<file path="config.mk">
export PLATFORM = sky130hd
export DESIGN_NAME = fdiv_top
export DESIGN_NICKNAME = d
export VERILOG_FILES = /design/src/fdiv_pkg.sv /design/src/fp16_pkg.sv /design/src/fdiv_top.sv /design/src/fdiv_round.sv /design/src/fdiv_recur.sv /design/src/fdiv_unpack.sv
export SDC_FILE = /design/constraint.sdc
export NUM_CORES = 1
export LEC_CHECK = 0
export BUFFER_PORTS_ARGS = -buffer_cell sky130_fd_sc_hd__buf_2
export CAP_MARGIN = 20
export CORE_MARGIN = 5
export CORE_UTILIZATION = 25
export DETAILED_ROUTE_END_ITERATION = 7
export REMOVE_ABC_BUFFERS = 1
export SKIP_LAST_GASP = 1
export SYNTH_ARGS = -nofsm -noshare
export SYNTH_HDL_FRONTEND = slang
export SYNTH_SLANG_ARGS = --single-unit
</file>
<file path="constraint.sdc">
create_clock -name clk -period 5.1 [get_ports clk]
set_input_delay 0.51 -clock clk [delete_from_list [all_inputs] [get_ports clk]]
set_output_delay 0.51 -clock clk [all_outputs]
set_load 0.005 [all_outputs]
</file>
<file path="src/fdiv_pkg.sv">
package fdiv_pkg;

    // ----------------------------------------
    // recurrence sizing
    // ----------------------------------------
    // quotient bit weights run from 2^0 down to 2^-13
    localparam int QUOT_BITS = 14;
    localparam int CNT_W     = $clog2(QUOT_BITS + 1);

    // position of the round bit in the normalized quotient
    // 11 kept bits sit above it, the rest feeds sticky
    localparam int ROUND_POS = 2;

    typedef logic [QUOT_BITS-1:0] quot_t;

    // exception flags in nv dz of uf nx order
    typedef logic [4:0] flags_t;
    localparam int FLAG_NV = 4;
    localparam int FLAG_DZ = 3;
    localparam int FLAG_OF = 2;
    localparam int FLAG_UF = 1;
    localparam int FLAG_NX = 0;

    // only rtz truncates, every other code rounds to nearest even
    typedef logic [2:0] round_mode_t;
    localparam round_mode_t ROUND_RTZ = 3'b001;

    typedef enum logic [1:0] {
        SPECIAL_NONE,
        SPECIAL_QNAN,
        SPECIAL_INF,
        SPECIAL_ZERO
    } special_t;

    typedef enum logic [1:0] {
        RECUR_IDLE,
        RECUR_BUSY,
        RECUR_DONE
    } recur_state_t;

endpackage

</file>
<file path="src/fp16_pkg.sv">
package fp16_pkg;

    // ----------------------------------------
    // field widths
    // ----------------------------------------
    localparam int FRAC_W = 10;
    localparam int EXP_W  = 5;

    // bias and the largest biased exponent of a normal number
    localparam int EXP_BIAS     = 15;
    localparam int EXP_MAX_NORM = 30;

    // ----------------------------------------
    // format types
    // ----------------------------------------
    typedef logic [EXP_W+FRAC_W:0]  fp16_t;
    typedef logic [EXP_W-1:0]       exp_field_t;
    typedef logic [FRAC_W-1:0]      frac_field_t;

    // significand including the hidden bit
    typedef logic [FRAC_W:0]        mant_t;

    // unbiased working exponent
    // holds an exponent difference plus bias and rounding adjustments
    typedef logic signed [6:0]      sexp_t;

    // ----------------------------------------
    // special encodings
    // ----------------------------------------
    // canonical quiet nan is positive with the fraction msb set
    localparam fp16_t FP16_QNAN = 16'h7e00;

    // magnitudes only, the sign bit is added where they are used
    localparam logic [EXP_W+FRAC_W-1:0] FP16_INF_MAG = 15'h7c00;
    localparam logic [EXP_W+FRAC_W-1:0] FP16_MAX_MAG = 15'h7bff;

endpackage
</file>
<file path="src/fdiv_top.sv">
`timescale 1ns/1ns

module fdiv_top
    import fp16_pkg::*, fdiv_pkg::*;
(
     input  logic        clk
    ,input  logic        resetn
    ,input  logic        req_valid
    ,output logic        req_ready
    ,input  fp16_t       op_a
    ,input  fp16_t       op_b
    ,input  round_mode_t round_mode
    ,output logic        resp_valid
    ,input  logic        resp_ready
    ,output fp16_t       result
    ,output flags_t      flags
);

    // unpack to recurrence
    mant_t       mant_a;
    mant_t       mant_b;
    sexp_t       exp_diff;
    logic        sign;
    special_t    special;
    logic        nv;
    logic        dz;

    // recurrence to round
    logic        done_valid;
    logic        done_ready;
    quot_t       quot;
    logic        sticky;
    sexp_t       d_exp;
    logic        d_sign;
    special_t    d_special;
    logic        d_nv;
    logic        d_dz;
    round_mode_t d_round_mode;

    fdiv_unpack u_unpack (
         .op_a     (op_a     )
        ,.op_b     (op_b     )
        ,.mant_a   (mant_a   )
        ,.mant_b   (mant_b   )
        ,.exp_diff (exp_diff )
        ,.sign     (sign     )
        ,.special  (special  )
        ,.nv       (nv       )
        ,.dz       (dz       )
    );

    fdiv_recur u_recur (
         .clk          (clk          )
        ,.resetn       (resetn       )
        ,.req_valid    (req_valid    )
        ,.req_ready    (req_ready    )
        ,.mant_a       (mant_a       )
        ,.mant_b       (mant_b       )
        ,.exp_diff     (exp_diff     )
        ,.sign         (sign         )
        ,.special      (special      )
        ,.nv           (nv           )
        ,.dz           (dz           )
        ,.round_mode   (round_mode   )
        ,.done_valid   (done_valid   )
        ,.done_ready   (done_ready   )
        ,.quot         (quot         )
        ,.sticky       (sticky       )
        ,.d_exp        (d_exp        )
        ,.d_sign       (d_sign       )
        ,.d_special    (d_special    )
        ,.d_nv         (d_nv         )
        ,.d_dz         (d_dz         )
        ,.d_round_mode (d_round_mode )
    );

    fdiv_round u_round (
         .clk          (clk          )
        ,.resetn       (resetn       )
        ,.done_valid   (done_valid   )
        ,.done_ready   (done_ready   )
        ,.quot         (quot         )
        ,.sticky       (sticky       )
        ,.d_exp        (d_exp        )
        ,.d_sign       (d_sign       )
        ,.d_special    (d_special    )
        ,.d_nv         (d_nv         )
        ,.d_dz         (d_dz         )
        ,.d_round_mode (d_round_mode )
        ,.resp_valid   (resp_valid   )
        ,.resp_ready   (resp_ready   )
        ,.result       (result       )
        ,.flags        (flags        )
    );

endmodule

</file>
<file path="src/fdiv_round.sv">
`timescale 1ns/1ns

module fdiv_round
    import fp16_pkg::*, fdiv_pkg::*;
(
     input  logic        clk
    ,input  logic        resetn
    ,input  logic        done_valid
    ,output logic        done_ready
    ,input  quot_t       quot
    ,input  logic        sticky
    ,input  sexp_t       d_exp
    ,input  logic        d_sign
    ,input  special_t    d_special
    ,input  logic        d_nv
    ,input  logic        d_dz
    ,input  round_mode_t d_round_mode
    ,output logic        resp_valid
    ,input  logic        resp_ready
    ,output fp16_t       result
    ,output flags_t      flags
);

    logic              norm_shift;
    quot_t             q_norm;
    sexp_t             exp_pre;
    mant_t             kept;
    logic              round_bit;
    logic              sticky_bit;
    logic              rtz;
    logic              round_up;
    logic [FRAC_W+1:0] mant_rnd;
    logic              carry;
    sexp_t             exp_rnd;
    fp16_t             res_d;
    flags_t            flags_d;
    logic              load;

    // ----------------------------------------
    // normalize
    // ----------------------------------------
    // quotient below one loses its top bit and one from the exponent
    assign norm_shift = ~quot[QUOT_BITS-1];
    assign q_norm     = norm_shift ? {quot[QUOT_BITS-2:0], 1'b0} : quot;
    assign exp_pre    = d_exp + sexp_t'(EXP_BIAS) - sexp_t'(norm_shift);

    assign kept       = q_norm[QUOT_BITS-1 -: FRAC_W+1];
    assign round_bit  = q_norm[ROUND_POS];
    assign sticky_bit = (|q_norm[ROUND_POS-1:0]) | sticky;

    // ----------------------------------------
    // round
    // ----------------------------------------
    assign rtz      = (d_round_mode == ROUND_RTZ);
    assign round_up = ~rtz & round_bit & (sticky_bit | kept[0]);
    assign mant_rnd = {1'b0, kept} + {{(FRAC_W+1){1'b0}}, round_up};

    // carry out leaves 1.000, so only the exponent moves
    assign carry    = mant_rnd[FRAC_W+1];
    assign exp_rnd  = exp_pre + sexp_t'(carry);

    // ----------------------------------------
    // range check and packing
    // ----------------------------------------
    always_comb begin
        res_d   = '0;
        flags_d = '0;
        flags_d[FLAG_NV] = d_nv;
        flags_d[FLAG_DZ] = d_dz;
        case (d_special)
            SPECIAL_QNAN: res_d = FP16_QNAN;
            SPECIAL_INF:  res_d = {d_sign, FP16_INF_MAG};
            SPECIAL_ZERO: res_d = {d_sign, {(EXP_W+FRAC_W){1'b0}}};
            default: begin
                if (exp_rnd > EXP_MAX_NORM) begin
                    res_d = {d_sign, rtz ? FP16_MAX_MAG : FP16_INF_MAG};
                    flags_d[FLAG_OF] = 1'b1;
                    flags_d[FLAG_NX] = 1'b1;
                end else if (exp_rnd < 1) begin
                    // no subnormal results, flush to signed zero
                    res_d = {d_sign, {(EXP_W+FRAC_W){1'b0}}};
                    flags_d[FLAG_UF] = 1'b1;
                    flags_d[FLAG_NX] = 1'b1;
                end else begin
                    res_d = {d_sign, exp_rnd[EXP_W-1:0], mant_rnd[FRAC_W-1:0]};
                    flags_d[FLAG_NX] = round_bit | sticky_bit;
                end
            end
        endcase
    end

    // ----------------------------------------
    // output register
    // ----------------------------------------
    assign done_ready = ~resp_valid | resp_ready;
    assign load       = done_valid & done_ready;

    always_ff @(posedge clk or negedge resetn) begin
        if (!resetn) begin
            resp_valid <= 1'b0;
        end else if (load) begin
            resp_valid <= 1'b1;
        end else if (resp_ready) begin
            resp_valid <= 1'b0;
        end
    end

    always_ff @(posedge clk) begin
        if (load) begin
            result <= res_d;
            flags  <= flags_d;
        end
    end

endmodule

</file>
<file path="src/fdiv_recur.sv">
`timescale 1ns/1ns

module fdiv_recur
    import fp16_pkg::*, fdiv_pkg::*;
(
     input  logic        clk
    ,input  logic        resetn
    ,input  logic        req_valid
    ,output logic        req_ready
    ,input  mant_t       mant_a
    ,input  mant_t       mant_b
    ,input  sexp_t       exp_diff
    ,input  logic        sign
    ,input  special_t    special
    ,input  logic        nv
    ,input  logic        dz
    ,input  round_mode_t round_mode
    ,output logic        done_valid
    ,input  logic        done_ready
    ,output quot_t       quot
    ,output logic        sticky
    ,output sexp_t       d_exp
    ,output logic        d_sign
    ,output special_t    d_special
    ,output logic        d_nv
    ,output logic        d_dz
    ,output round_mode_t d_round_mode
);

    recur_state_t      state_q;
    logic [CNT_W-1:0]  cnt_q;
    // partial remainder stays below twice the divisor
    logic [FRAC_W+1:0] rem_q;
    mant_t             div_q;
    logic [FRAC_W+2:0] trial;
    logic              q_bit;
    logic              load;

    assign req_ready  = (state_q == RECUR_IDLE);
    assign done_valid = (state_q == RECUR_DONE);
    assign load       = req_valid & req_ready;

    // restoring step, a borrow means the divisor did not fit
    assign trial = {1'b0, rem_q} - {2'b00, div_q};
    assign q_bit = ~trial[FRAC_W+2];

    // ----------------------------------------
    // control
    // ----------------------------------------
    always_ff @(posedge clk or negedge resetn) begin
        if (!resetn) begin
            state_q <= RECUR_IDLE;
            cnt_q   <= '0;
        end else begin
            case (state_q)
                RECUR_IDLE: begin
                    if (req_valid) begin
                        state_q <= RECUR_BUSY;
                        cnt_q   <= CNT_W'(QUOT_BITS);
                    end
                end
                RECUR_BUSY: begin
                    cnt_q <= cnt_q - 1'b1;
                    if (cnt_q == CNT_W'(1)) begin
                        state_q <= RECUR_DONE;
                    end
                end
                RECUR_DONE: begin
                    // hold until the round stage takes the result
                    if (done_ready) begin
                        state_q <= RECUR_IDLE;
                    end
                end
                default: state_q <= RECUR_IDLE;
            endcase
        end
    end

    // ----------------------------------------
    // datapath and side data
    // ----------------------------------------
    always_ff @(posedge clk) begin
        if (load) begin
            rem_q        <= {1'b0, mant_a};
            div_q        <= mant_b;
            d_exp        <= exp_diff;
            d_sign       <= sign;
            d_special    <= special;
            d_nv         <= nv;
            d_dz         <= dz;
            d_round_mode <= round_mode;
        end else if (state_q == RECUR_BUSY) begin
            quot  <= {quot[QUOT_BITS-2:0], q_bit};
            rem_q <= q_bit ? {trial[FRAC_W:0], 1'b0} : {rem_q[FRAC_W:0], 1'b0};
        end
    end

    // remainder is kept shifted, nonzero still means inexact
    assign sticky = |rem_q;

endmodule

</file>
<file path="src/fdiv_unpack.sv">
`timescale 1ns/1ns

module fdiv_unpack
    import fp16_pkg::*, fdiv_pkg::*;
(
     input  fp16_t    op_a
    ,input  fp16_t    op_b
    ,output mant_t    mant_a
    ,output mant_t    mant_b
    ,output sexp_t    exp_diff
    ,output logic     sign
    ,output special_t special
    ,output logic     nv
    ,output logic     dz
);

    // ----------------------------------------
    // operand classification
    // ----------------------------------------
    function automatic logic is_zero(input fp16_t op);
        return (op[FRAC_W +: EXP_W] == '0) && (op[FRAC_W-1:0] == '0);
    endfunction

    function automatic logic is_inf(input fp16_t op);
        return (&op[FRAC_W +: EXP_W]) && (op[FRAC_W-1:0] == '0);
    endfunction

    function automatic logic is_nan(input fp16_t op);
        return (&op[FRAC_W +: EXP_W]) && (op[FRAC_W-1:0] != '0);
    endfunction

    // signalling nan has the quiet bit clear
    function automatic logic is_snan(input fp16_t op);
        return is_nan(op) && !op[FRAC_W-1];
    endfunction

    // subnormals take exponent 1 without the hidden bit, then get
    // shifted up by their leading zero count
    function automatic void norm_op(input fp16_t op, output mant_t mant, output sexp_t exp);
        exp_field_t  e;
        frac_field_t f;
        mant_t       m;
        int          lz;
        int          base;
        e = op[FRAC_W +: EXP_W];
        f = op[FRAC_W-1:0];
        m = {(e != '0), f};
        lz = FRAC_W + 1;
        // scanning upward leaves the count of the highest set bit
        for (int i = 0; i <= FRAC_W; i++) begin
            if (m[i]) begin
                lz = FRAC_W - i;
            end
        end
        base = (e == '0) ? 1 : int'(e);
        mant = m << lz;
        exp = sexp_t'(base - EXP_BIAS - lz);
    endfunction

    sexp_t exp_a;
    sexp_t exp_b;

    always_comb begin
        norm_op(op_a, mant_a, exp_a);
        norm_op(op_b, mant_b, exp_b);
    end

    assign exp_diff = exp_a - exp_b;
    assign sign     = op_a[EXP_W+FRAC_W] ^ op_b[EXP_W+FRAC_W];

    // ----------------------------------------
    // special outcome
    // ----------------------------------------
    always_comb begin
        special = SPECIAL_NONE;
        nv = 1'b0;
        dz = 1'b0;
        if (is_nan(op_a) || is_nan(op_b) || (is_zero(op_a) && is_zero(op_b)) ||
            (is_inf(op_a) && is_inf(op_b))) begin
            special = SPECIAL_QNAN;
            nv = is_snan(op_a) | is_snan(op_b) | (is_zero(op_a) & is_zero(op_b)) |
                 (is_inf(op_a) & is_inf(op_b));
        end else if (is_inf(op_a)) begin
            special = SPECIAL_INF;
        end else if (is_zero(op_b)) begin
            // finite nonzero over zero
            special = SPECIAL_INF;
            dz = 1'b1;
        end else if (is_zero(op_a) || is_inf(op_b)) begin
            special = SPECIAL_ZERO;
        end
    end

endmodule

</file>
After elaboration in Yosys (flattened, before gate mapping):

Cells that the tools add are included.

* divide/modulo/power cells: 0
* reductions and logical operators: 38
* shift operators: 2
* $lt $le $gt $ge: 2
* add/sub/neg operators: 11
* bitwise operators: 19
* eq/ne operators: 10
* multipliers: 0
* multiplexer cells: 48

Operator list (number)
* 4-bit two-way mux: 17
* 16-bit case mux with 3 select lines: 1
* 11-bit two-way mux: 3
* 15-bit two-way mux: 2
* 11-bit by 4-bit << shifter with 11-bit output: 2
* 10-bit logical NOT: 2
* 2-bit two-way mux: 10
* 10-bit nonzero test: 2
* 14-bit two-way mux: 1
* 7-bit by 5-bit subtractor with 7-bit output: 2
* 7-bit by 5-bit subtractor with 7-bit output, second input constant: 2
* 12-bit by 11-bit subtractor with 13-bit output: 1
* 11-bit by 1-bit adder with 12-bit output: 1
* 12-bit two-way mux: 1
* 12-bit OR reduction: 1
* 1-bit logical AND: 10
* 5-bit logical NOT: 2
* 5-bit two-way mux: 2
* 5-bit AND reduction: 2
* 5-bit nonzero test: 2
* 1-bit two-way mux: 9
* 4-bit case mux with 2 select lines: 1
* 7-bit by 2-bit adder with 7-bit output: 1
* 7-bit by 5-bit adder with 7-bit output, second input constant: 1
* 25 further kinds: 52

* memories kept: 0
* flip-flop bits (word level): 80
* latch bits: 0
* memory bits (read-only): 0
* output and inout bits: 23
* RAM bits: 0

Depth between registers and ports, before layout:

* word-level depth: 13
* gate-level depth with buffers: 19
* gate-level depth less buffers: 17

Cells and area by module:

A second synthesis with hierarchy kept.

* cells, all modules: 623
* area total of the unflattened synthesis: 6212.2 um^2

By module, submodules not included
* fdiv_recur: cells each 205, times used 1, seq. area each 1701.6 um^2, area each 2698.8 um^2
* fdiv_round: cells each 169, times used 1, seq. area each 655.6 um^2, area each 1769.2 um^2
* fdiv_unpack: cells each 249, times used 1, seq. area each 0.0 um^2, area each 1744.2 um^2

Worst setup path before layout:

Ideal clock, no wire load.

* path kind: in2reg
* start: in op_a[11]
* end: reg u_recur.d_exp[6], data pin
* stages on the path: 16
* setup slack: 0.926 ns
* data required time: 4.954 ns
* arrival: 4.028 ns
* cells stage by stage: or4_4 a211oi_1 o31a_1 buf_2 inv_1 fa_1 inv_1 fa_1 inv_1 ha_1 fa_1 a21oi_1 nor2_1 nor2_1 o21bai_1 a21oi_1

* longest elaborated chain between the ends: 5

RTL lines
* start: declaration: line fdiv_top.sv:10 `,input fp16_t op_a`
* 5-bit logical NOT: line fdiv_unpack.sv:55 `base = (e == '0) ? 1 : int'(e);`
* 5-bit two-way mux: line fdiv_unpack.sv:55
* 7-bit by 5-bit subtractor with 7-bit output: line fdiv_unpack.sv:57 `exp = sexp_t'(base - EXP_BIAS - lz);`
* 7-bit by 5-bit subtractor with 7-bit output (*): line fdiv_unpack.sv:57
* 7-bit subtractor (*): line fdiv_unpack.sv:68 `assign exp_diff = exp_a - exp_b;`
* named net exp_diff[6]: line fdiv_top.sv:22 `sexp_t exp_diff;`
* end signal: assignment: line fdiv_recur.sv:86 `d_exp <= exp_diff;`
* end: declaration: line fdiv_recur.sv:22 `,output sexp_t d_exp`

Mark *: on every way through the listed nets, which the timed path passes. The rest lies on a longest branch.
A chain may end at the register's enable or synchronous reset.

Worst setup path after layout:

* start: reg u_recur.quot[13]
* end: reg u_round.result[6], data pin

* longest elaborated chain between the ends: 11

RTL lines
* start: declaration: line fdiv_recur.sv:20 `,output quot_t quot`
* start signal: assignment: line fdiv_recur.sv:93 `quot <= {quot[QUOT_BITS-2:0], q_bit};`
* 14-bit two-way mux: line fdiv_round.sv:44 `assign q_norm = norm_shift ? {quot[QUOT_BITS-2:0], 1'b0} : quot;`
* 2-bit OR reduction: line fdiv_round.sv:49 `assign sticky_bit = (|q_norm[ROUND_POS-1:0]) | sticky;`
* 1-bit bitwise OR: line fdiv_round.sv:49
* 1-bit bitwise OR: line fdiv_round.sv:55 `assign round_up = ~rtz & round_bit & (sticky_bit | kept[0]);`
* 1-bit bitwise AND: line fdiv_round.sv:55
* 11-bit by 1-bit adder with 12-bit output: line fdiv_round.sv:56 `assign mant_rnd = {1'b0, kept} + {{(FRAC_W+1){1'b0}}, round_up};`
* 7-bit by 2-bit adder with 7-bit output: line fdiv_round.sv:60 `assign exp_rnd = exp_pre + sexp_t'(carry);`
* 7-bit by 2-bit < comparator with 1-bit output: line fdiv_round.sv:79 `end else if (exp_rnd < 1) begin`
* 15-bit two-way mux: line fdiv_round.sv:79
* 15-bit two-way mux (*): line fdiv_round.sv:75 `if (exp_rnd > EXP_MAX_NORM) begin`
* 16-bit case mux with 3 select lines (*): line fdiv_round.sv:70 `case (d_special)`
* end signal: assignment: line fdiv_round.sv:110 `result <= res_d;`
* end: declaration: line fdiv_round.sv:20 `,output fp16_t result`

Every way passes the cells marked *; elsewhere a longest branch is shown, timed or not.

==> flow_metrics.tcl <==
set metrics [dict create \
    postCtsSetupBuffers 0 \
    hold_path_end "u_recur.d_round_mode[1]" \
    skew_ns 0.008844 \
    syn_area_per_cell_um2 9.788 \
    postRouteAntennaNets 0 \
    grt_pass1_vias 4504 \
    hold_viol 0 \
    drv_slew 0 \
    synth_edf_count 72 \
    drt_wl_total_mm 14.26 \
    num_vias 4645 \
    worst_slack_ns 0.5792 \
    ys_ff_latch 80 \
    power_density_nw_per_um2 450.2 \
    dp_slack_ns 0.6665 \
    switching_share 0.3741 \
    synthArstFlopShare 0.08750 \
    cts-root-buf "clkbuf_16" \
    crit_path_cell_trace "mux2_2 > nand4b_1 > nor3_1 > and3_1 > o211ai_1 > fa_1 > inv_1 > ha_1 > inv_1 > fa_1 > nor2b_1 > o21a_1 > o21ai_0 > a22oi_1 > o311a_1 > nand2_1 > a21oi_1" \
    finalSetupTns_ns 0 \
    synth_area_um2 5804 \
    layout_common_cells "edfxtp_1 (72), buf_2 (61), inv_1 (60)" \
    syn_inst 593 \
    min_path_type "in2reg" \
    antenna_found_initial 1 \
    timing.rr.start "u_recur.quot[13]" \
    fin_crit_ns 4.521 \
    post-route-period-util 0.8864 \
    worstReg2RegEnd "u_round.result[6]" \
    crit_path_end_kind "register" \
    maxCapViolCount 0 \
    drive_above_1_share 0.1743 \
    min_path_cells 1 \
    drt-pass1-iter-count 5 \
    drc 0 \
    grt_pass1_wl_mm 23.48 \
    worst_pin_slew_ns 1.026 \
    crit_path_max_fanout 14 \
    worst-setup-path-type "reg2reg" \
    detail_route.wl_per_cell_um 14.75 \
    cts_sinks 80 \
    crit_arrival_ns 4.69 \
    rsz0062_at_grt "no" \
    synthFlopType "edfxtp_1" \
    status "completed" \
    maxSlewHeadroom 0.3131 \
    grtUsageTotal 0.1104 \
    dieArea_um2 26360 \
    dp_hpwl_mm 11.25 \
    yosysSeqAreaShare 0.4061 \
    die_w_um 162.4 \
    syn2layout_area_growth_pct 16.51 \
    p_int_uw 1906 \
    io_buffers 61 \
    cp_slowest_cell "edfxtp_1" \
    pwr-share-comb 0.409 \
    place_area_um2 6459 \
    yosysWarningCount 0 \
    ff2ff_path_depth 17 \
    n_antenna_cell 0 \
    grt-ovfl-total 0 \
    critPathMaxStageDelay_ns 0.60 \
    cts_tree "built" \
    switchingPower_uw 1139 \
    fin_nets 732 \
    clockPowerShare 0.212 \
    reg2reg_slack_ns 0.58 \
    die_h_um 162.4 \
    initial_core_util 0.2548 \
    ir_worst_vdd_mv 0.2179 \
    dp_cells 951 \
    clkTransAtPathRegs_ns 0.06 \
    routabilityCongestion 0.9147 \
    yosys.cell_types.count 75 \
    cts_max_level 3 \
    min_from "round_mode[1]" \
    leakagePower_uw 0.002669 \
    cts_buffers 9 \
    layoutNonFillerInstCount 967 \
    seq_power_share 0.379 \
    final_common_cell "edfxtp_1" \
    worstSetupStartpointType "register" \
    core_area_um2 22780 \
    grt_max_degree 34 \
    setup_violations 0 \
    cts.path.max_buffers 2 \
    fmax_ghz 0.2212 \
    vias_per_cell 4.804 \
    fin_area_um2 6763 \
    cp.required_ns 5.27 \
    ios 62 \
    rows 55 \
    drtIter0Drc 319 \
    clock_latency_ns 0.34 \
]
registers in the layout (all words and copies together), names as in the netlist, 3 cells and up:
name / flops
u_round.result: 16
u_recur.cnt_q: 4
u_recur.div_q: 11
u_recur.quot: 14
u_round.flags: 5
u_recur.rem_q: 12
u_recur.d_exp: 7
u_recur.d_round_mode: 3
final cells by class:
cell class | instances | area (um2)
Clock buffer | 9 | 225.2
Timing Repair Buffer | 69 | 367.9
Inverter | 62 | 237.7
Sequential cell | 80 | 2357
Multi-Input combinational cell | 428 | 3114
Clock inverter | 6 | 68.82
Fill cell | 2396 | 16020
Tap cell | 313 | 391.6
Yosys cell counts, drive strengths merged, types with 13 or more instances:
| library cell | n | area share |
|---|---|---|
| xnor2 | 14 | 0.021 |
| mux2i | 21 | 0.036 |
| nor2 | 31 | 0.023 |
| nand3 | 20 | 0.017 |
| nand2 | 49 | 0.032 |
| clkbuf | 19 | 0.012 |
| ha | 32 | 0.069 |
| o21ai | 37 | 0.032 |
| nor2b | 13 | 0.014 |
| edfxtp | 72 | 0.37 |
| a21oi | 40 | 0.034 |
| inv | 60 | 0.039 |
worst max-delay path, delay by kind of cell, from the launching register on:
family | cells | cell delay [ns]
and+or+nand+nor | 5 | 1.04
buffers and inverters | 2 | 0.12
muxes | 1 | 0.34
DFF | 1 | 0.60
AOI/OAI and AO/OA | 6 | 1.26
adders and majority gates | 3 | 0.96
layer usage:
metal | part of all wire | track usage
met2 | 0.45 | 0.1713
met3 | 0.056 | 0.02227
met4 | 0.010 | 0.02768
met5 | 0.00049 | 0
met1 | 0.48 | 0.1577
through the flow:
step	hold WS, ns	utilization	power, uW
5_1_grt	0.3226	0.2969	3282
3_5_place_dp	0.3577	0.2835	2410
3_3_place_gp	0.3555	0.2835	2387
6_report	0.3432	0.2969	3044
2_1_floorplan	0.2144	-	2060
4_1_cts	0.3261	0.2969	3070
logic make-up (layout without fill, tap and decap cells):
kind of cell               count (synthesis)  after routing  share of synthesized area
buffers and inverters                     85            146                    0.05777
adders and majority gates                 43             43                     0.1069
muxes                                     28             28                    0.04980
xor gates and xnor gates                  23             23                    0.03471
DFF                                       80             80                     0.4061
and+or+nand+nor                          168            168                     0.1498
AOI/OAI and AO/OA                        166            166                     0.1949
repair_timing:
action                    CTS  global route
hold buffers                1             0
gates resized for setup     0             0
hold endpoints to repair    7             0
power by group through the flow:
stage	Sequential, uW	Clock (uW)	Combinational, uW
final	1160	644	1250
after global routing	1180	688	1420
after CTS	1150	665	1250
after detailed placement	1160	0	1250
after global placement	1160	0	1220
after floorplan	1120	0	943
worst max-delay path by stage:
stage | from | endpoint | slack [ns] | depth (start not counted)
3_5_place_dp | u_recur.quot[13] | u_round.result[4] | 0.67 | 17
4_1_cts | u_recur.quot[13] | u_round.result[4] | 0.62 | 17
2_1_floorplan | op_a[11] | u_recur.d_exp[6] | 0.87 | 15
6_report | u_recur.quot[13] | u_round.result[6] | 0.58 | 17
5_1_grt | u_recur.quot[13] | u_round.result[4] | 0.20 | 17
3_3_place_gp | op_a[11] | u_recur.d_exp[6] | 0.78 | 16
(Power assumes the default switching activity.)
